[config.mk]
export PLATFORM = sky130hd
export DESIGN_NAME = cart_bus_ctrl
export DESIGN_NICKNAME = d
export VERILOG_FILES = /design/src/source/cart_pkg.sv /design/src/source/cart_bus_ctrl.sv
export VERILOG_INCLUDE_DIRS = /design/src /design/src/source
export SDC_FILE = /design/constraint.sdc
export NUM_CORES = 1
export LEC_CHECK = 0
export ABC_AREA = 1
export BUFFER_PORTS_ARGS = -buffer_cell sky130_fd_sc_hd__buf_4
export CAP_MARGIN = 5
export CORE_MARGIN = 5
export CORE_UTILIZATION = 57
export DETAILED_ROUTE_END_ITERATION = 8
export PLACE_DENSITY = 0.93
export SYNTH_ARGS = -nofsm -noshare
export SYNTH_HDL_FRONTEND = slang
export SYNTH_SLANG_ARGS = --single-unit
export TNS_END_PERCENT = 20
[constraint.sdc]
create_clock -name clock_bus -period 5.76 [get_ports clock_bus]
set_input_delay 0 -clock clock_bus [delete_from_list [all_inputs] [get_ports clock_bus]]
set_output_delay 0 -clock clock_bus [all_outputs]
set_load 0.05 [all_outputs]
[src/source/cart_params.svh]
`ifndef CART_PARAMS_SVH
`define CART_PARAMS_SVH

// ROM size as an address width, 16 gives 64 KB or eight 8 KB banks
`define CART_ROM_AW 16

// Request queue depth, also the credits the host holds after reset
`define CART_CREDITS 4

// Bank numbers after reset, one per 8 KB window 4000h to BFFFh
`define CART_BANK1_RST 8'd0
`define CART_BANK2_RST 8'd1
`define CART_BANK3_RST 8'd2
`define CART_BANK4_RST 8'd3

// Low six bits of a bank 3 write that switch the SCC on
`define CART_SCC_KEY 6'h3F

`endif

[src/source/cart_pkg.sv]
package cart_pkg;

   // Host request opcodes
   typedef enum logic [1:0] {
      OP_READ  = 2'd0,  // CPU read through the mapper
      OP_WRITE = 2'd1,  // CPU write, bank switch or SCC register
      OP_LOAD  = 2'd2   // Fill ROM at the raw address
   } req_op_e;

   // Mapper configured for the cartridge
   typedef enum logic {
      MAPPER_NONE       = 1'b0,  // Nothing mapped, reads float
      MAPPER_KONAMI_SCC = 1'b1   // Konami SCC with four 8 KB banks
   } mapper_e;

   // Which device served a read
   typedef enum logic [1:0] {
      DEV_NONE = 2'd0,  // Open bus, data is FFh
      DEV_ROM  = 2'd1,
      DEV_SCC  = 2'd2
   } dev_e;

endpackage

[src/source/cart_bus_ctrl.sv]
`timescale 1ns/1ps
`include "cart_params.svh"

module cart_bus_ctrl (
   input  logic                    clock_bus,
   input  logic                    reset,
   // Host request port
   input  logic                    req_valid,
   input  cart_pkg::req_op_e       req_op,
   input  logic                    req_slot,
   input  logic [15:0]             req_addr,
   input  logic [7:0]              req_data,
   output logic                    credit_return,
   // Mapper side
   output logic [15:0]             map_addr,
   output logic                    map_slot,
   output logic                    map_wr,
   output logic [7:0]              map_data,
   input  logic [`CART_ROM_AW-1:0] rom_addr,
   input  logic                    rom_hit,
   input  logic                    scc_hit,
   // ROM port
   output logic                    rd_en,
   output logic                    ld_en,
   output logic [`CART_ROM_AW-1:0] ld_addr,
   output logic [7:0]              ld_data,
   // SCC register port
   output logic                    scc_wr,
   output logic                    scc_rd,
   output logic [7:0]              scc_addr,
   output logic [7:0]              scc_wdata,
   // Read data back from the devices
   input  logic [7:0]              rom_rdata,
   input  logic [7:0]              scc_rdata,
   // Response port
   output logic                    rsp_valid,
   output logic [7:0]              rsp_data,
   output cart_pkg::dev_e          rsp_dev
);

   localparam int DEPTH = `CART_CREDITS;
   localparam int PW    = (DEPTH > 1) ? $clog2(DEPTH) : 1;

   // Queue payload, no reset needed
   cart_pkg::req_op_e q_op   [DEPTH];
   logic              q_slot [DEPTH];
   logic [15:0]       q_addr [DEPTH];
   logic [7:0]        q_data [DEPTH];

   logic [PW-1:0]     wr_ptr, rd_ptr;
   logic [PW:0]       count;
   logic              pop;
   logic              last_slot;       // Slot of the most recent removed entry
   cart_pkg::req_op_e head_op;
   logic              is_read;

   // Read tag stage, one cycle behind the removal
   logic              s1_valid;
   cart_pkg::dev_e    s1_dev;

   assign pop           = (count != '0);   // One entry leaves per cycle
   assign credit_return = pop;             // Credit goes back with each removal
   assign head_op       = q_op[rd_ptr];
   assign is_read       = pop && (head_op == cart_pkg::OP_READ);

   // Writes from the host, never more than DEPTH in flight
   always_ff @(posedge clock_bus) begin
      if (req_valid) begin
         q_op[wr_ptr]   <= req_op;
         q_slot[wr_ptr] <= req_slot;
         q_addr[wr_ptr] <= req_addr;
         q_data[wr_ptr] <= req_data;
      end
   end

   always_ff @(posedge clock_bus) begin
      if (reset) begin
         wr_ptr    <= '0;
         rd_ptr    <= '0;
         count     <= '0;
         last_slot <= 1'b0;
      end else begin
         if (req_valid)
            wr_ptr <= (wr_ptr == PW'(DEPTH - 1)) ? '0 : wr_ptr + 1'b1;
         if (pop) begin
            rd_ptr    <= (rd_ptr == PW'(DEPTH - 1)) ? '0 : rd_ptr + 1'b1;
            last_slot <= q_slot[rd_ptr];
         end
         count <= count + (req_valid ? 1'b1 : 1'b0) - (pop ? 1'b1 : 1'b0);
      end
   end

   // Mapper decode of the head entry
   assign map_addr = q_addr[rd_ptr];
   assign map_slot = pop ? q_slot[rd_ptr] : last_slot;  // Hold slot for scc_active when idle
   assign map_data = q_data[rd_ptr];
   assign map_wr   = pop && (head_op == cart_pkg::OP_WRITE);

   // ROM port, load takes the raw address, read the mapped one
   assign ld_en   = pop && (head_op == cart_pkg::OP_LOAD);
   assign ld_addr = ld_en ? q_addr[rd_ptr][`CART_ROM_AW-1:0] : rom_addr;
   assign ld_data = q_data[rd_ptr];
   assign rd_en   = is_read && rom_hit;

   // SCC registers see the low byte, window mirrors every 256 bytes
   assign scc_addr  = q_addr[rd_ptr][7:0];
   assign scc_wdata = q_data[rd_ptr];
   assign scc_wr    = map_wr && scc_hit;
   assign scc_rd    = is_read && scc_hit;

   // Stage 1 records the device, stage 2 picks its data
   always_ff @(posedge clock_bus) begin
      if (reset) begin
         s1_valid  <= 1'b0;
         rsp_valid <= 1'b0;
      end else begin
         s1_valid  <= is_read;
         rsp_valid <= s1_valid;
      end
   end

   always_ff @(posedge clock_bus) begin
      if (rom_hit)
         s1_dev <= cart_pkg::DEV_ROM;
      else if (scc_hit)
         s1_dev <= cart_pkg::DEV_SCC;
      else
         s1_dev <= cart_pkg::DEV_NONE;   // Unmapped or mapper off
      rsp_dev <= s1_dev;
      case (s1_dev)
         cart_pkg::DEV_ROM: rsp_data <= rom_rdata;
         cart_pkg::DEV_SCC: rsp_data <= scc_rdata;
         default:           rsp_data <= 8'hFF;   // Open bus
      endcase
   end

endmodule

==> results.md <==
* Adder-cell share of the synthesized area at 2.31%
* Synthesized Nets at 617
* Largest family of logic cells by synthesized area: simple AND/OR/NAND/NOR gates
* Post-Syn Area at 0.00575 mm^2
* Post-Synth Simple-Gate Area at 17.1%
* Worst-path clk slew at 60 ps
* Buffers on Ports at 145
* Crit path capture type: output pin
* Max cap viols at 0
* Clk Latency, worst-skew pair at 510 ps
* Final Max Slew Viols at 0
* DRT Pass-1 Iters at 5
* Area of the core at 0.00982 mm^2
* Dpl cells at 773
* DRC violations left at 0
* Vias per cell at 5.32
* # Post-CTS Setup Buffers at 0
* Die H at 110 um
* Site Rows at 36
* Final Setup Violations at 0
* Synthesis-to-layout area growth at 35.1%
* DP HPWL at 8890 um
* Rel. slew slack at 12.5%
* TritonCTS clock tree: built
* Final setup TNS at 0 ps
* Syn Area/Cell at 10.6 um^2
* Min Clock Period, post-route at 3520 ps
* Sink Count at 132
* Number of DRC markers in iteration 0 at 558
* Hold Vio Cnt, Final at 0
* Max IR drop VDD at 519 uV
* First-pass GRT wire length at 25000 um
* Status: completed
* DIE WIDTH at 110 um
* Vias in the first global route at 4825
* Cts hold-fix bufs at 47
* # diodes at 0
* Largest net degree at the start of global routing at 57
* Crit start category: flop
* Synth Register Bits at 132
* Yosys top cell area share at 56.4%
* Leakage at 0.00353 uW
* Vias post-DR at 4533
* Initial antenna violation count at 0
* Crit path DAT at 3520 ps
* Synth Area in XOR/XNOR at 0.152%
* Req. time, crit path at 5760 ps
* Sequential element share of the synthesized area at 64.8%
* GRT Total Usage at 25.9%
* Ratio of final minimum period to clock period at 61.1%
* Worst-Margin Slew at 1310 ps
* I/O pin count at 146
* Post-synth cell types at 26
* Synth Area in Compound Gates at 4.53%
* Initial Utilization at 58.5%
* Die footprint at 0.0122 mm^2
* TritonCTS Buffers at 17
* H-Tree Depth at 4
* Layout cell share with drive strength beyond 1 at 26.3%
* Cts repair resizes at 0
* WL/cell at 18.3 um
* Critical setup path kind: reg2out
* CTS Root Cell: clkbuf_8
* Routed Antenna Nets at 0
* Fmax at 284 MHz
* GRT overflow at 0
* CTS Buffer Depth at 2
* Pwr Density at 595 mW/mm^2
* Crit Path Max Fanout at 56
* Final Net Count at 780
* Final std cells w/o fill at 852
* Synth warn at 0
* Unrepaired setup endpoints after global routing: false
* Cell accounting for the most synthesized area: edfxtp_1
* Worst Skew at 10.4 ps
* Top cells by area, synth: edfxtp_1 56%, nand2_1 8.4%, dfxtp_1 8.4%, inv_1 5.5%, buf_4 3.4%
* Mux share of post-synthesis cell area at 0%
* HP Class: in2reg
* GPL Wtd Cong at 0.775
* Post-Syn Instances at 543
* Final wirelength at 15600 um
[layout make-up]
type,instances,area [um^2]
inverter,86,328
timing repair buffer,193,1570
multi-input combinational,276,1380
sequential,132,3720
clock inverter,15,179
clock buffer,17,414
fill,529,2060
tap,133,166
[sequential cells by signal (all words and copies together) (netlist names), named ones only]
name       count
wr_ptr         2
q_addr        64
rsp_data       8
count          3
last_slot      1
s1_valid       1
rsp_valid      1
q_data        32
q_slot         4
rd_ptr         2
rsp_dev        2
q_op           8
s1_dev         2
[metal layers]
metal / GRT usage [%] / up-vias / wire [um]
li1: - / 2095 / -
met1: 29.1 / 2141 / 5490
met2: 46.8 / 246 / 8370
met3: 6.46 / 51 / 1140
met4: 10.8 / 0 / 623
met5: 0 / - / 0
[cells by family after synthesis]
family | Yosys count
simple gates | 223
compound gates | 42
flops | 132
buf+inv | 135
fa+ha+maj | 10
xor+xnor | 1
[cell usage in the layout (no fill, tap or decap), types with 5 or more instances in the layout]
| cell type | Yosys | final |
|---|---|---|
| buf_4 | 26 | 146 |
| nand2_1 | 129 | 129 |
| edfxtp_1 | 108 | 108 |
| inv_1 | 84 | 84 |
| dlygate4sd3_1 | 0 | 47 |
| nand3_1 | 34 | 34 |
| nor2_1 | 31 | 31 |
| dfxtp_1 | 24 | 23 |
| o21ai_0 | 22 | 22 |
| nand4_1 | 17 | 17 |
| clkbuf_16 | 0 | 16 |
| ha_1 | 9 | 9 |
| a221o_1 | 8 | 8 |
| o22ai_1 | 8 | 8 |
| clkinv_4 | 1 | 5 |
[through the flow]
stage	hold slack, ps	setup WS, ps	cell area (um^2)	utilization, %	total power, uW
after global placement	123	3040	6700	68.2	3440
after detailed placement	124	2880	6700	68.2	3490
after global routing	163	1900	7760	79.1	4810
after CTS	159	2320	7760	79.1	4590
after floorplan	27.7	3460	5750	-	2990
final	173	2240	7760	79.1	4620
[power by group]
part / internal (uW) / switching [uW]
sequential: 1110 / 85.7
combinational: 614 / 1740
clock: 662 / 415
[cells in the mapped netlist (all sizes together)]
master	count
dfxtp	24
clkinv	1
o21ai	22
o22ai	8
nor2	31
nand3	38
buf	40
a21oi	4
a221o	8
inv	85
xor2	1
or2	2
clkbuf	9
nand4	17
edfxtp	108
fa	1
ha	9
nor3	2
nand2	133
[path summary, 6_finish.rpt]
path,start,endpoint,slack (ps),cells past startpoint
max,flop,ld_addr[5],2240,8
min,rom_hit,s1_dev[0],170,2
max reg2reg,count[1],count[2],3000,10
min reg2reg,s1_dev[1],rsp_dev[1],380,0
[worst max-delay path: stages, from the launching register on]
cell	delay, ps
dfxtp_2	1030
inv_2	650
nand2_1	210
nand3_2	120
nand2_4	240
nand3_4	270
nand2_1	180
nand2_1	80
buf_4	200
Power figures use the tool's default switching activity.
