--- src/source/cart_params.svh ---
`ifndef CART_PARAMS_SVH
`define CART_PARAMS_SVH

// ROM size as an address width, 16 gives 64 KB or eight 8 KB banks
`define CART_ROM_AW 16

// Request queue depth, also the credits the host holds after reset
`define CART_CREDITS 4

// Bank numbers after reset, one per 8 KB window 4000h to BFFFh
`define CART_BANK1_RST 8'd0
`define CART_BANK2_RST 8'd1
`define CART_BANK3_RST 8'd2
`define CART_BANK4_RST 8'd3

// Low six bits of a bank 3 write that switch the SCC on
`define CART_SCC_KEY 6'h3F

`endif

--- src/source/cart_pkg.sv ---
package cart_pkg;

   // Host request opcodes
   typedef enum logic [1:0] {
      OP_READ  = 2'd0,  // CPU read through the mapper
      OP_WRITE = 2'd1,  // CPU write, bank switch or SCC register
      OP_LOAD  = 2'd2   // Fill ROM at the raw address
   } req_op_e;

   // Mapper configured for the cartridge
   typedef enum logic {
      MAPPER_NONE       = 1'b0,  // Nothing mapped, reads float
      MAPPER_KONAMI_SCC = 1'b1   // Konami SCC with four 8 KB banks
   } mapper_e;

   // Which device served a read
   typedef enum logic [1:0] {
      DEV_NONE = 2'd0,  // Open bus, data is FFh
      DEV_ROM  = 2'd1,
      DEV_SCC  = 2'd2
   } dev_e;

endpackage

--- src/source/mapper_konami_scc.sv ---
`timescale 1ns/1ps
`include "cart_params.svh"

module mapper_konami_scc (
   input  logic                    clock_bus,
   input  logic                    reset,
   input  cart_pkg::mapper_e       cfg_mapper,   // Static configuration
   input  logic [15:0]             map_addr,
   input  logic                    map_slot,
   input  logic                    map_wr,
   input  logic [7:0]              map_data,
   output logic [`CART_ROM_AW-1:0] rom_addr,
   output logic                    rom_hit,
   output logic                    scc_hit,
   output logic                    scc_active
);

   localparam int BW = `CART_ROM_AW - 13;   // Bank bits that fit the ROM

   logic [7:0] bank_reg [2][4];   // Per slot, banks 1 to 4
   logic [1:0] scc_en;            // SCC flag per slot
   logic       enabled;
   logic       in_window;
   logic [1:0] bank_sel;
   logic [7:0] bank_num;
   logic       bank_ok;

   assign enabled   = (cfg_mapper == cart_pkg::MAPPER_KONAMI_SCC);
   assign in_window = (map_addr >= 16'h4000) && (map_addr < 16'hC000);

   // 4000h maps to bank 1 ... A000h to bank 4
   assign bank_sel = map_addr[14:13] ^ 2'b10;

   // Bank switch writes land in the first 2 KB of each window
   always_ff @(posedge clock_bus) begin
      if (reset) begin
         for (int s = 0; s < 2; s++) begin
            bank_reg[s][0] <= `CART_BANK1_RST;
            bank_reg[s][1] <= `CART_BANK2_RST;
            bank_reg[s][2] <= `CART_BANK3_RST;
            bank_reg[s][3] <= `CART_BANK4_RST;
         end
         scc_en <= 2'b00;
      end else if (enabled && map_wr) begin
         case (map_addr[15:11])
            5'b01010: bank_reg[map_slot][0] <= map_data;   // 5000h
            5'b01110: bank_reg[map_slot][1] <= map_data;   // 7000h
            5'b10010: begin                                 // 9000h
               bank_reg[map_slot][2] <= map_data;
               // SCC key also lives here
               scc_en[map_slot] <= (map_data[5:0] == `CART_SCC_KEY);
            end
            5'b10110: bank_reg[map_slot][3] <= map_data;   // B000h
            default: ;
         endcase
      end
   end

   assign bank_num = bank_reg[map_slot][bank_sel];
   assign bank_ok  = ((bank_num >> BW) == 8'd0);   // Bank below ROM end

   // Bank number on top of the 8 KB offset
   assign rom_addr = {bank_num[BW-1:0], map_addr[12:0]};

   // SCC window 9800h to 9FFFh overrides the ROM
   assign scc_hit = enabled && scc_en[map_slot] && (map_addr[15:11] == 5'b10011);
   assign rom_hit = enabled && in_window && bank_ok && !scc_hit;

   assign scc_active = scc_en[map_slot];   // Follows the slot last addressed

endmodule

--- config.mk ---
export PLATFORM = sky130hd
export DESIGN_NAME = mapper_konami_scc
export DESIGN_NICKNAME = d
export VERILOG_FILES = /design/src/source/cart_pkg.sv /design/src/source/mapper_konami_scc.sv
export VERILOG_INCLUDE_DIRS = /design/src /design/src/source
export SDC_FILE = /design/constraint.sdc
export NUM_CORES = 1
export LEC_CHECK = 0
export BUFFER_PORTS_ARGS = -buffer_cell sky130_fd_sc_hd__buf_2
export CORE_UTILIZATION = 55
export DETAILED_ROUTE_END_ITERATION = 10
export HOLD_SLACK_MARGIN = 0.06
export PLACE_DENSITY = 0.78
export SYNTH_ARGS = -nofsm -noshare
export SYNTH_HDL_FRONTEND = slang
export SYNTH_SLANG_ARGS = --single-unit
--- constraint.sdc ---
create_clock -name clock_bus -period 3.5 [get_ports clock_bus]
set_input_delay 0.7 -clock clock_bus [delete_from_list [all_inputs] [get_ports clock_bus]]
set_output_delay 0.7 -clock clock_bus [all_outputs]
set_load 0.03 [all_outputs]
==> results.txt, run 1 <==
- Run status: finished, final reports clean
- Data arrival time of the worst path: ~2.4 ns
- The via count of the first global-routing pass came to between 1500 and 2000.
* Number of cells on the worst hold path: 2
- In the finished design, the share of the clock period the worst path needs comes to 88.1%.
* Maximum vdd drop: ~0.28 mV
* Unique cell type count in the Yosys netlist: 35
- Sequential power share: roughly three fifths
- Number of cells traversed by the worst register-to-register path: 2
- Clk Latency, worst-skew pair: 0.34 ns
- After floorplanning, the core was divided into 26 placement rows.
* CORE AREA: 5140 um^2
* Final GP Congestion: between 0.8 and 0.9
- The clock arrives with 0 ns of skew.
- LEAKAGE: approximately 1.1 nW
- Detailed-routed wire length on met3: around 380 um
- For this block, the routed nets add up to about 5900 um of wire.
- Vias per cell: ~5.7
- When the netlist entered floorplanning its net count stood at about 240.
* Highest attainable clock frequency: 324 MHz
- In the global route stage, overall resource usage came out at between 20% and 30%.
- Starting density of the core: 57.4%
- Number of hold-slack violations in the final timing report: 0
* Hold-fix buffers at CTS: 0
- Counting flops with an async set or reset pin after synthesis yields a share of 0%.
* Post-placement cell area: 3090 um^2
- TritonCTS built the clock tree.
* Critical Path RT: 2.80 ns
- Cells fill 63.1% of the core in the end.
- Once the clock tree was built, the setup fixing pass inserted 0 buffers.
* Maximum number of buffers from clock root to sink: 2
* Die outline width: ~75 um
* Fraction of final layout cells sized beyond drive strength 1: between 20% and 30%
- Seq cells post-synth: 66
* Crit path launch type: flip-flop
* Nets@finish: 264
* Final cell area excluding filler cells: around 3200 um^2
* Power Internal: approximately 1.2 mW
- Detailed routing placed a total of between 2000 and 3000 um of wire on met2.
- For this run, the number of standard cells in the final layout without fillers is about 310.
- Top routing layer used: met4
- Slack of the worst reg-to-reg path: between 2 and 3 ns
- Worst hold start: scc_en[0]
- The smallest clock period supported by the final layout is computed as between 3 and 4 ns.
- Counting tap cells, the placed design contains a total of a little under 300 instances.
- The cell sitting at the root of the clock tree is a clkbuf_8.
- The worst hold path terminates at scc_en[0].
- Setup repair after global routing missed its margin: no
- Setup violations remaining at the end of the flow were counted as 0.
* Ratio of total power to cell area: roughly 480 nW/um^2
* Pin count of the biggest net entering global routing: 16
* ANT nets after route: 0
* Clock edge transition at the registers on the reported setup and hold paths: 0.07 ns
- The first global-routing pass estimated about 9000 um of wire.
- Antenna violations before repair: 0
* Portion of total power attributed to combinational logic: under 10%
- Yosys mapped a number of flops with a built-in enable equal to 64.
* Flip-flop count of the largest register, all copies and words added: 64
- Dividing the detail-routed wire length by the instance count gives ~19 um.
- NetSw: roughly 0.36 mW
* Diodes inserted: 0
- The startpoint identified for the worst register-to-register timing path is scc_en[1].
- Type of the tightest min-delay check: reg2reg
- The clock tree synthesis step divided the H-tree into 3 levels.
- Headroom to the max-slew limit: approximately 46%
* Metal-1 WL: approximately 2600 um
- The endpoint identified for the worst register-to-register timing path is scc_en[1].
* Min Hold Slack: between 0.5 and 0.6 ns
* Count of pins over their slew limit: 0
- For this run, the register share of the synthesized area comes to ~66%.
- Overall die area: about 5700 um^2
- During placement, the flow inserted port buffers numbering 25.
- The worst setup path is captured at an output pin.
- Once the clock tree was built, the resizer swapped 0 gates to a different size.
- Of the total power, the share spent switching nets is 23.2%.
- During I/O placement, the number of pins put on the boundary was 48.
* Combined area of all synthesized cells: around 3000 um^2
* Total congestion overflow: 0
* Syn. warnings: 0
* Placed wire-length estimate after detailed placement: roughly 4200 um
* Detailed-routing iteration count for the pre-antenna-repair pass: 4
- Avg Synthesized Cell Area: ~14 um^2
- From bottom edge to top edge, the die measures roughly 75 um.
* Measured slew at the worst slew-check pin: roughly 0.81 ns
* Number of cells produced by synthesis: 213
- Drt first-iter violations: 121
* Most frequently used flop master after synthesis: edfxtp_1
- The clock drives 66 sinks.
- TNS Setup: 0 ns
- By startpoint and endpoint, the worst setup path is classified as reg2out.
- CTS buffer count: 9
- The routed layout has approximately 1800 vias.
- Power share of the clock group: approximately a third
- Largest fanout on the critical path: 1
- For this run, design rule violations remaining after detail routing come to 0.
- From synthesis to final layout, the design area changed by 9.92%.
- Max-cap violations in this run came to 0.
## worst max-delay path, stage by stage, from the launching register on
cell and delay, ns:
edfxtp_1 0.39, or4_1 0.52, or3_1 0.32, a31o_1 0.25
a2111oi_4 0.32, buf_2 0.24
## layer usage
layer	global-route usage [%]	vias to the layer above
met1	32.8	863
met2	38.3	72
met4	7.41	0
met3	6.96	14
li1	-	817
met5	0	-
## kinds of logic after synthesis
| group | count (synthesis) | synth area share (%) |
|---|---|---|
| AOI/OAI and AO/OA | 9 | 3.09 |
| buffers and inverters | 24 | 4.83 |
| DFF | 66 | 66.5 |
| muxes | 11 | 6.36 |
| and+or+nand+nor | 103 | 19.2 |
## synth_stat cells, drive strengths merged (4+ instances only)
| master | n | share of area [%] |
|---|---|---|
| nand2b | 6 | 1.3 |
| nor2 | 26 | 3.4 |
| nand2 | 12 | 1.5 |
| nor3 | 5 | 0.85 |
| o21bai | 4 | 1.0 |
| or4 | 6 | 1.5 |
| or3 | 4 | 0.85 |
| mux4 | 6 | 4.6 |
| nor4 | 4 | 0.85 |
| edfxtp | 64 | 65 |
| buf | 17 | 3.9 |
| clkbuf | 4 | 0.51 |
| and2 | 25 | 5.3 |
## through the flow
stage / setup slack (ns) / power, mW
after floorplan: 0.364 / 1.02
after global placement: 0.624 / 1.04
after detailed placement: 0.603 / 1.05
after CTS: 0.390 / 1.56
after global routing: 0.312 / 1.61
final: 0.416 / 1.55
## power groups by stage
stage                     registers (mW)  clock network (mW)  logic, mW
final                              0.915               0.523      0.114
after global routing               0.918               0.571      0.123
after CTS                          0.916               0.532      0.114
after detailed placement           0.933                   0      0.114
after global placement             0.930                   0      0.112
after floorplan                    0.926                   0     0.0959
## how the worst max path moves through the flow
stage | start | endpoint | slack [ns]
4_1_cts | bank_reg[1][21] | rom_hit | 0.39
5_1_grt | bank_reg[1][21] | rom_hit | 0.31
3_3_place_gp | map_slot | rom_hit | 0.62
3_5_place_dp | map_slot | rom_hit | 0.60
6_report | bank_reg[1][21] | rom_hit | 0.42
2_1_floorplan | map_addr[14] | rom_hit | 0.36
## cells in the final DEF, fill, tap and decap left out, drive strengths merged
cell      count
nand2b        6
nor4b         2
nor2         26
a211oi        1
inv           3
nor3b         2
mux2          2
clkinv        4
a211o         1
clkbuf        9
clkinvlp      2
a221oi        1
nor3          5
nand2        12
o21bai        4
mux4          6
buf          32
and3          1
nand3         2
a2111oi       1
or2           3
edfxtp       64
and2         25
or4           6
nand4b        1
a31o          1
and4b         1
nand4         1
nor4          4
dfxtp         2
nor2b         1
mux2i         3
or4b          1
or3           4
## area by class of cell
class,count,area (um^2)
inverter,3,11.3
sequential,66,1960
clock buffer,9,124
multi-input combinational,123,847
fill,418,1900
timing repair buffer,32,178
clock inverter,6,35.0
tap,70,87.6
Power figures use the tool's default switching activity.
==> inputs of run 2 (changes only) <==
- ABC_AREA: not set -> 1
==> run 2 against run 1 <==
- die area grew 6.6%
- register-to-register slack worse by 0.03 ns
- fmax increased by 7.7%
- first-iteration DRC count up 71%
- final cell count grew 22%
- non-clock buffer count decreased by 6
- largest cell class unchanged
- synthesized cell count is 32% higher
- combinational power up 13%
- critical path type is now in2out
==> results.txt, run 2 <==
- Number of cells produced by synthesis: 282
- The flow ran to the end, and the final reports show no timing, DRC or antenna violations.
- Delay contributed by the slowest stage of the critical path: approximately 0.35 ns
- Die Height: about 78 um
- Final GP Congestion: about 0.96
- FP Rows: 27
- Total setup buffers inserted after CTS: 0
* Library cell with the highest instance count after synthesis: nor2_1
- LEAKAGE: around 1.4 nW
- Number of hold-slack violations in the final timing report: 0
* Final cell area excluding filler cells: roughly 3400 um^2
- For this run, the number of Yosys warnings is 0.
- Via total after detailed routing: approximately 2100
- Wire length of the first global-routing pass: around 11000 um
* Type of the tightest min-delay check: reg2reg
- The signal on the critical path passes through buf_2, inv_2, nor2_1, nand3_1, nand3_1, nand3_1, nor2_1, buf_2.
- Syn-to-layout area delta: 9.09%
- Maximum Capacitance Violations: 0
- After synthesis, the cell types taking the most area are edfxtp_1, nor2_1, buf_4.
- The average instance in the mapped netlist occupies between 10 and 15 um^2.
- The register with the most flip-flops in the layout has 64 of them.
- Port buffering added 25 buffers.
* Number of sinks on the clock net: 66
- Slack of the worst reg-to-reg path: between 2 and 3 ns
- Vias in the first global route: around 2100
* Combined area of all synthesized cells: approximately 3200 um^2
- Highest attainable clock frequency: 349 MHz
- End point of the critical path: rom_hit
* Most used standard cells in the synthesized netlist: nor2_1, edfxtp_1, nand3_1
- After filler insertion, the fill cell instance count of the layout stands at 463.
- Post-synth EDFFs: 64
- Die outline width: 77.7 um
- Ratio of total power to cell area: 495 nW/um^2
* Most frequently used flop master after synthesis: edfxtp_1
- Summed over all layers, the global routing overflow is 0.
- STA classifies the critical path endpoint as an output pin.
- Start of the worst register-to-register path: scc_en[1]
* Headroom to the max-slew limit: 51.7%
- After synthesis, the share of flip-flops with an asynchronous set or reset is 0%.
- After synthesis the netlist holds a flip-flop and latch count of 66.
- The clock period could shrink to roughly 2.9 ns.
* CTS tree: yes
- Slowest stage cell on the critical path: inv_2
- The initial utilization of the core area, before any placement, comes to between 50% and 60%.
- For the worst flop-to-flop path, the logic depth is 2.
- The first TritonRoute pass finished after 5 iterations.
- Wire per inst: about 18 um
- The worst-case IR drop observed on VDD is 0.283 mV.
- Counting both buffers and inverters, the worst setup path holds a total of 3.
- Along the worst path, the maximum fanout reaches 33.
* Endpoint of the most critical register-to-register path: scc_en[1]
- The worst setup path is of the in2out kind.
* Top cell type's share of synthesized area: ~61%
* Measured slew at the worst slew-check pin: around 0.72 ns
- The most critical setup path has its startpoint at map_slot.
- Drt first-iter violations: between 200 and 250
- CORE AREA: 5510 um^2
* Proportion of synthesized chip area in sequential cells: between 60% and 70%
- Hold-fix buffers at CTS: 0
- Pin count of the biggest net entering global routing: 34
- Nets in the synthesized netlist: 311
- Crit path launch type: input pin
- Total global routing track utilization: about a quarter
- Clock root buffer: clkbuf_8
* Overall die area: a little over 6000 um^2
- Buffers inserted during clock tree synthesis total 9.
- Once detailed placement completed, the half-perimeter wirelength came to about 4700 um.
* Remaining design rule violation count: 0
* ANT nets after route: 0
- 48 I/O pins were placed.
- Among cell families on the critical path, the largest total delay comes from buffers and inverters.
- STA puts the critical path data required time at about 2.8 ns.
- Of the cells placed in the final design, the portion with a size suffix greater than 1 is between 20% and 30%.
* Top cell type by total area after synthesis: edfxtp_1
- The clock passes through at most 2 buffers.
* Data arrival time of the worst path: about 2.2 ns
* Nets@finish: 328
- The H-tree was split into 3 levels.
- Clock edge transition at the registers on the reported setup and hold paths: around 0.07 ns
* Post-placement cell area: 3230 um^2
- The count of pins over their slew limit came to 0.
- On the final layout, the worst clock skew is 0 ns.
- After detailed routing, the number of vias per cell comes to roughly 5.6.
* CP Depth: 8
- Final routed wirelength across all metal layers: approximately 6700 um
- Clk Latency, worst-skew pair: approximately 0.34 ns
* Commonest cells after routing, fill and taps aside: nor2_1, edfxtp_1, buf_2, nand3_1, o21ai_0
* Setup repair after global routing missed its margin: no
- The number of antenna violations at the first check in global routing was 0.
* TNS Setup: 0 ns
- Total setup violations reported at the end of the flow: 0
* Final Cycle Share: approximately four fifths
* Unique cell type count in the Yosys netlist: 27
- Cell repeated most along the worst path: nand3_1
- Leading cell type in the layout, fill and taps excluded: nor2_1
- Gates resized during post-CTS repair numbered 0.
- The repair_antennas step left the layout with diodes totalling 0.
-- run 2: cell types whose count changed after synthesis, sizes merged, moves of 13 or more --
cell   delta
and2     -25
nand2    +13
o21ai    +16
inv      +16
nor2     +67
nand3    +18
-- run 2: final cells by class --
cell class | instances | area (um^2) | share of cell area (%)
inverter | 19 | 71.3 | 2.07
timing repair buffer | 26 | 133 | 3.86
clock buffer | 12 | 155 | 4.51
multi-input combinational | 177 | 978 | 28.4
tap | 72 | 90.1 | 2.62
clock inverter | 4 | 50.0 | 1.46
sequential | 66 | 1960 | 57.0
-- run 2: worst min-delay path by stage --
stage / slack (ns) / cells after the start / startpoint / endpoint
finish: 0.50 / 2 / scc_en[0] / scc_en[0]
CTS: 0.50 / 2 / scc_en[0] / scc_en[0]
detailed placement: 0.48 / 2 / scc_en[0] / scc_en[0]
floorplan: 0.45 / 2 / scc_en[0] / scc_en[0]
global route: 0.55 / 2 / scc_en[0] / scc_en[0]
global placement: 0.47 / 2 / scc_en[0] / scc_en[0]
-- run 2: cells by family (layout without fill, tap and decap cells) --
| group | count (synthesis) | count (layout) | synth area share, % |
|---|---|---|---|
| AND/OR/NAND/NOR | 154 | 154 | 26.7 |
| flip-flops | 66 | 66 | 62.2 |
| buffers and inverters | 39 | 61 | 6.75 |
| AO/OA/AOI/OAI | 22 | 22 | 4.09 |
| XOR/XNOR | 1 | 1 | 0.278 |
-- run 2: power breakdown --
part | internal [mW] | leakage (nW) | switching, mW
Combinational | 0.0320 | 0.647 | 0.0967
Clock | 0.367 | 0.0986 | 0.290
Sequential | 0.905 | 0.628 | 0.0124
Total | 1.30 | 1.37 | 0.399
-- run 2: through the flow --
step	power, mW	utilization, %	hold slack [ns]	cells	setup slack, ns
2_1_floorplan	1.04	-	0.453	282	0.941
3_3_place_gp	1.06	58.7	0.468	360	0.701
3_5_place_dp	1.06	58.7	0.477	360	0.653
4_1_cts	1.71	62.5	0.495	376	0.648
5_1_grt	1.75	62.5	0.554	376	0.440
6_report	1.70	62.5	0.498	376	0.636
-- run 2: worst register-to-register path: cells and delay by family (launching register included) --
family          cells  cell delay, ns
compound gates      2            0.22
flops               1            0.31
-- run 2: per-layer routing --
layer | GRT usage (%) | part of all wire (%) | vias to the layer above
met5 | 0 | 0 | -
met4 | 12.8 | 3.5 | 0
met3 | 6.35 | 6.7 | 24
met2 | 37.7 | 49 | 86
met1 | 32.4 | 41 | 1014
li1 | - | - | 988
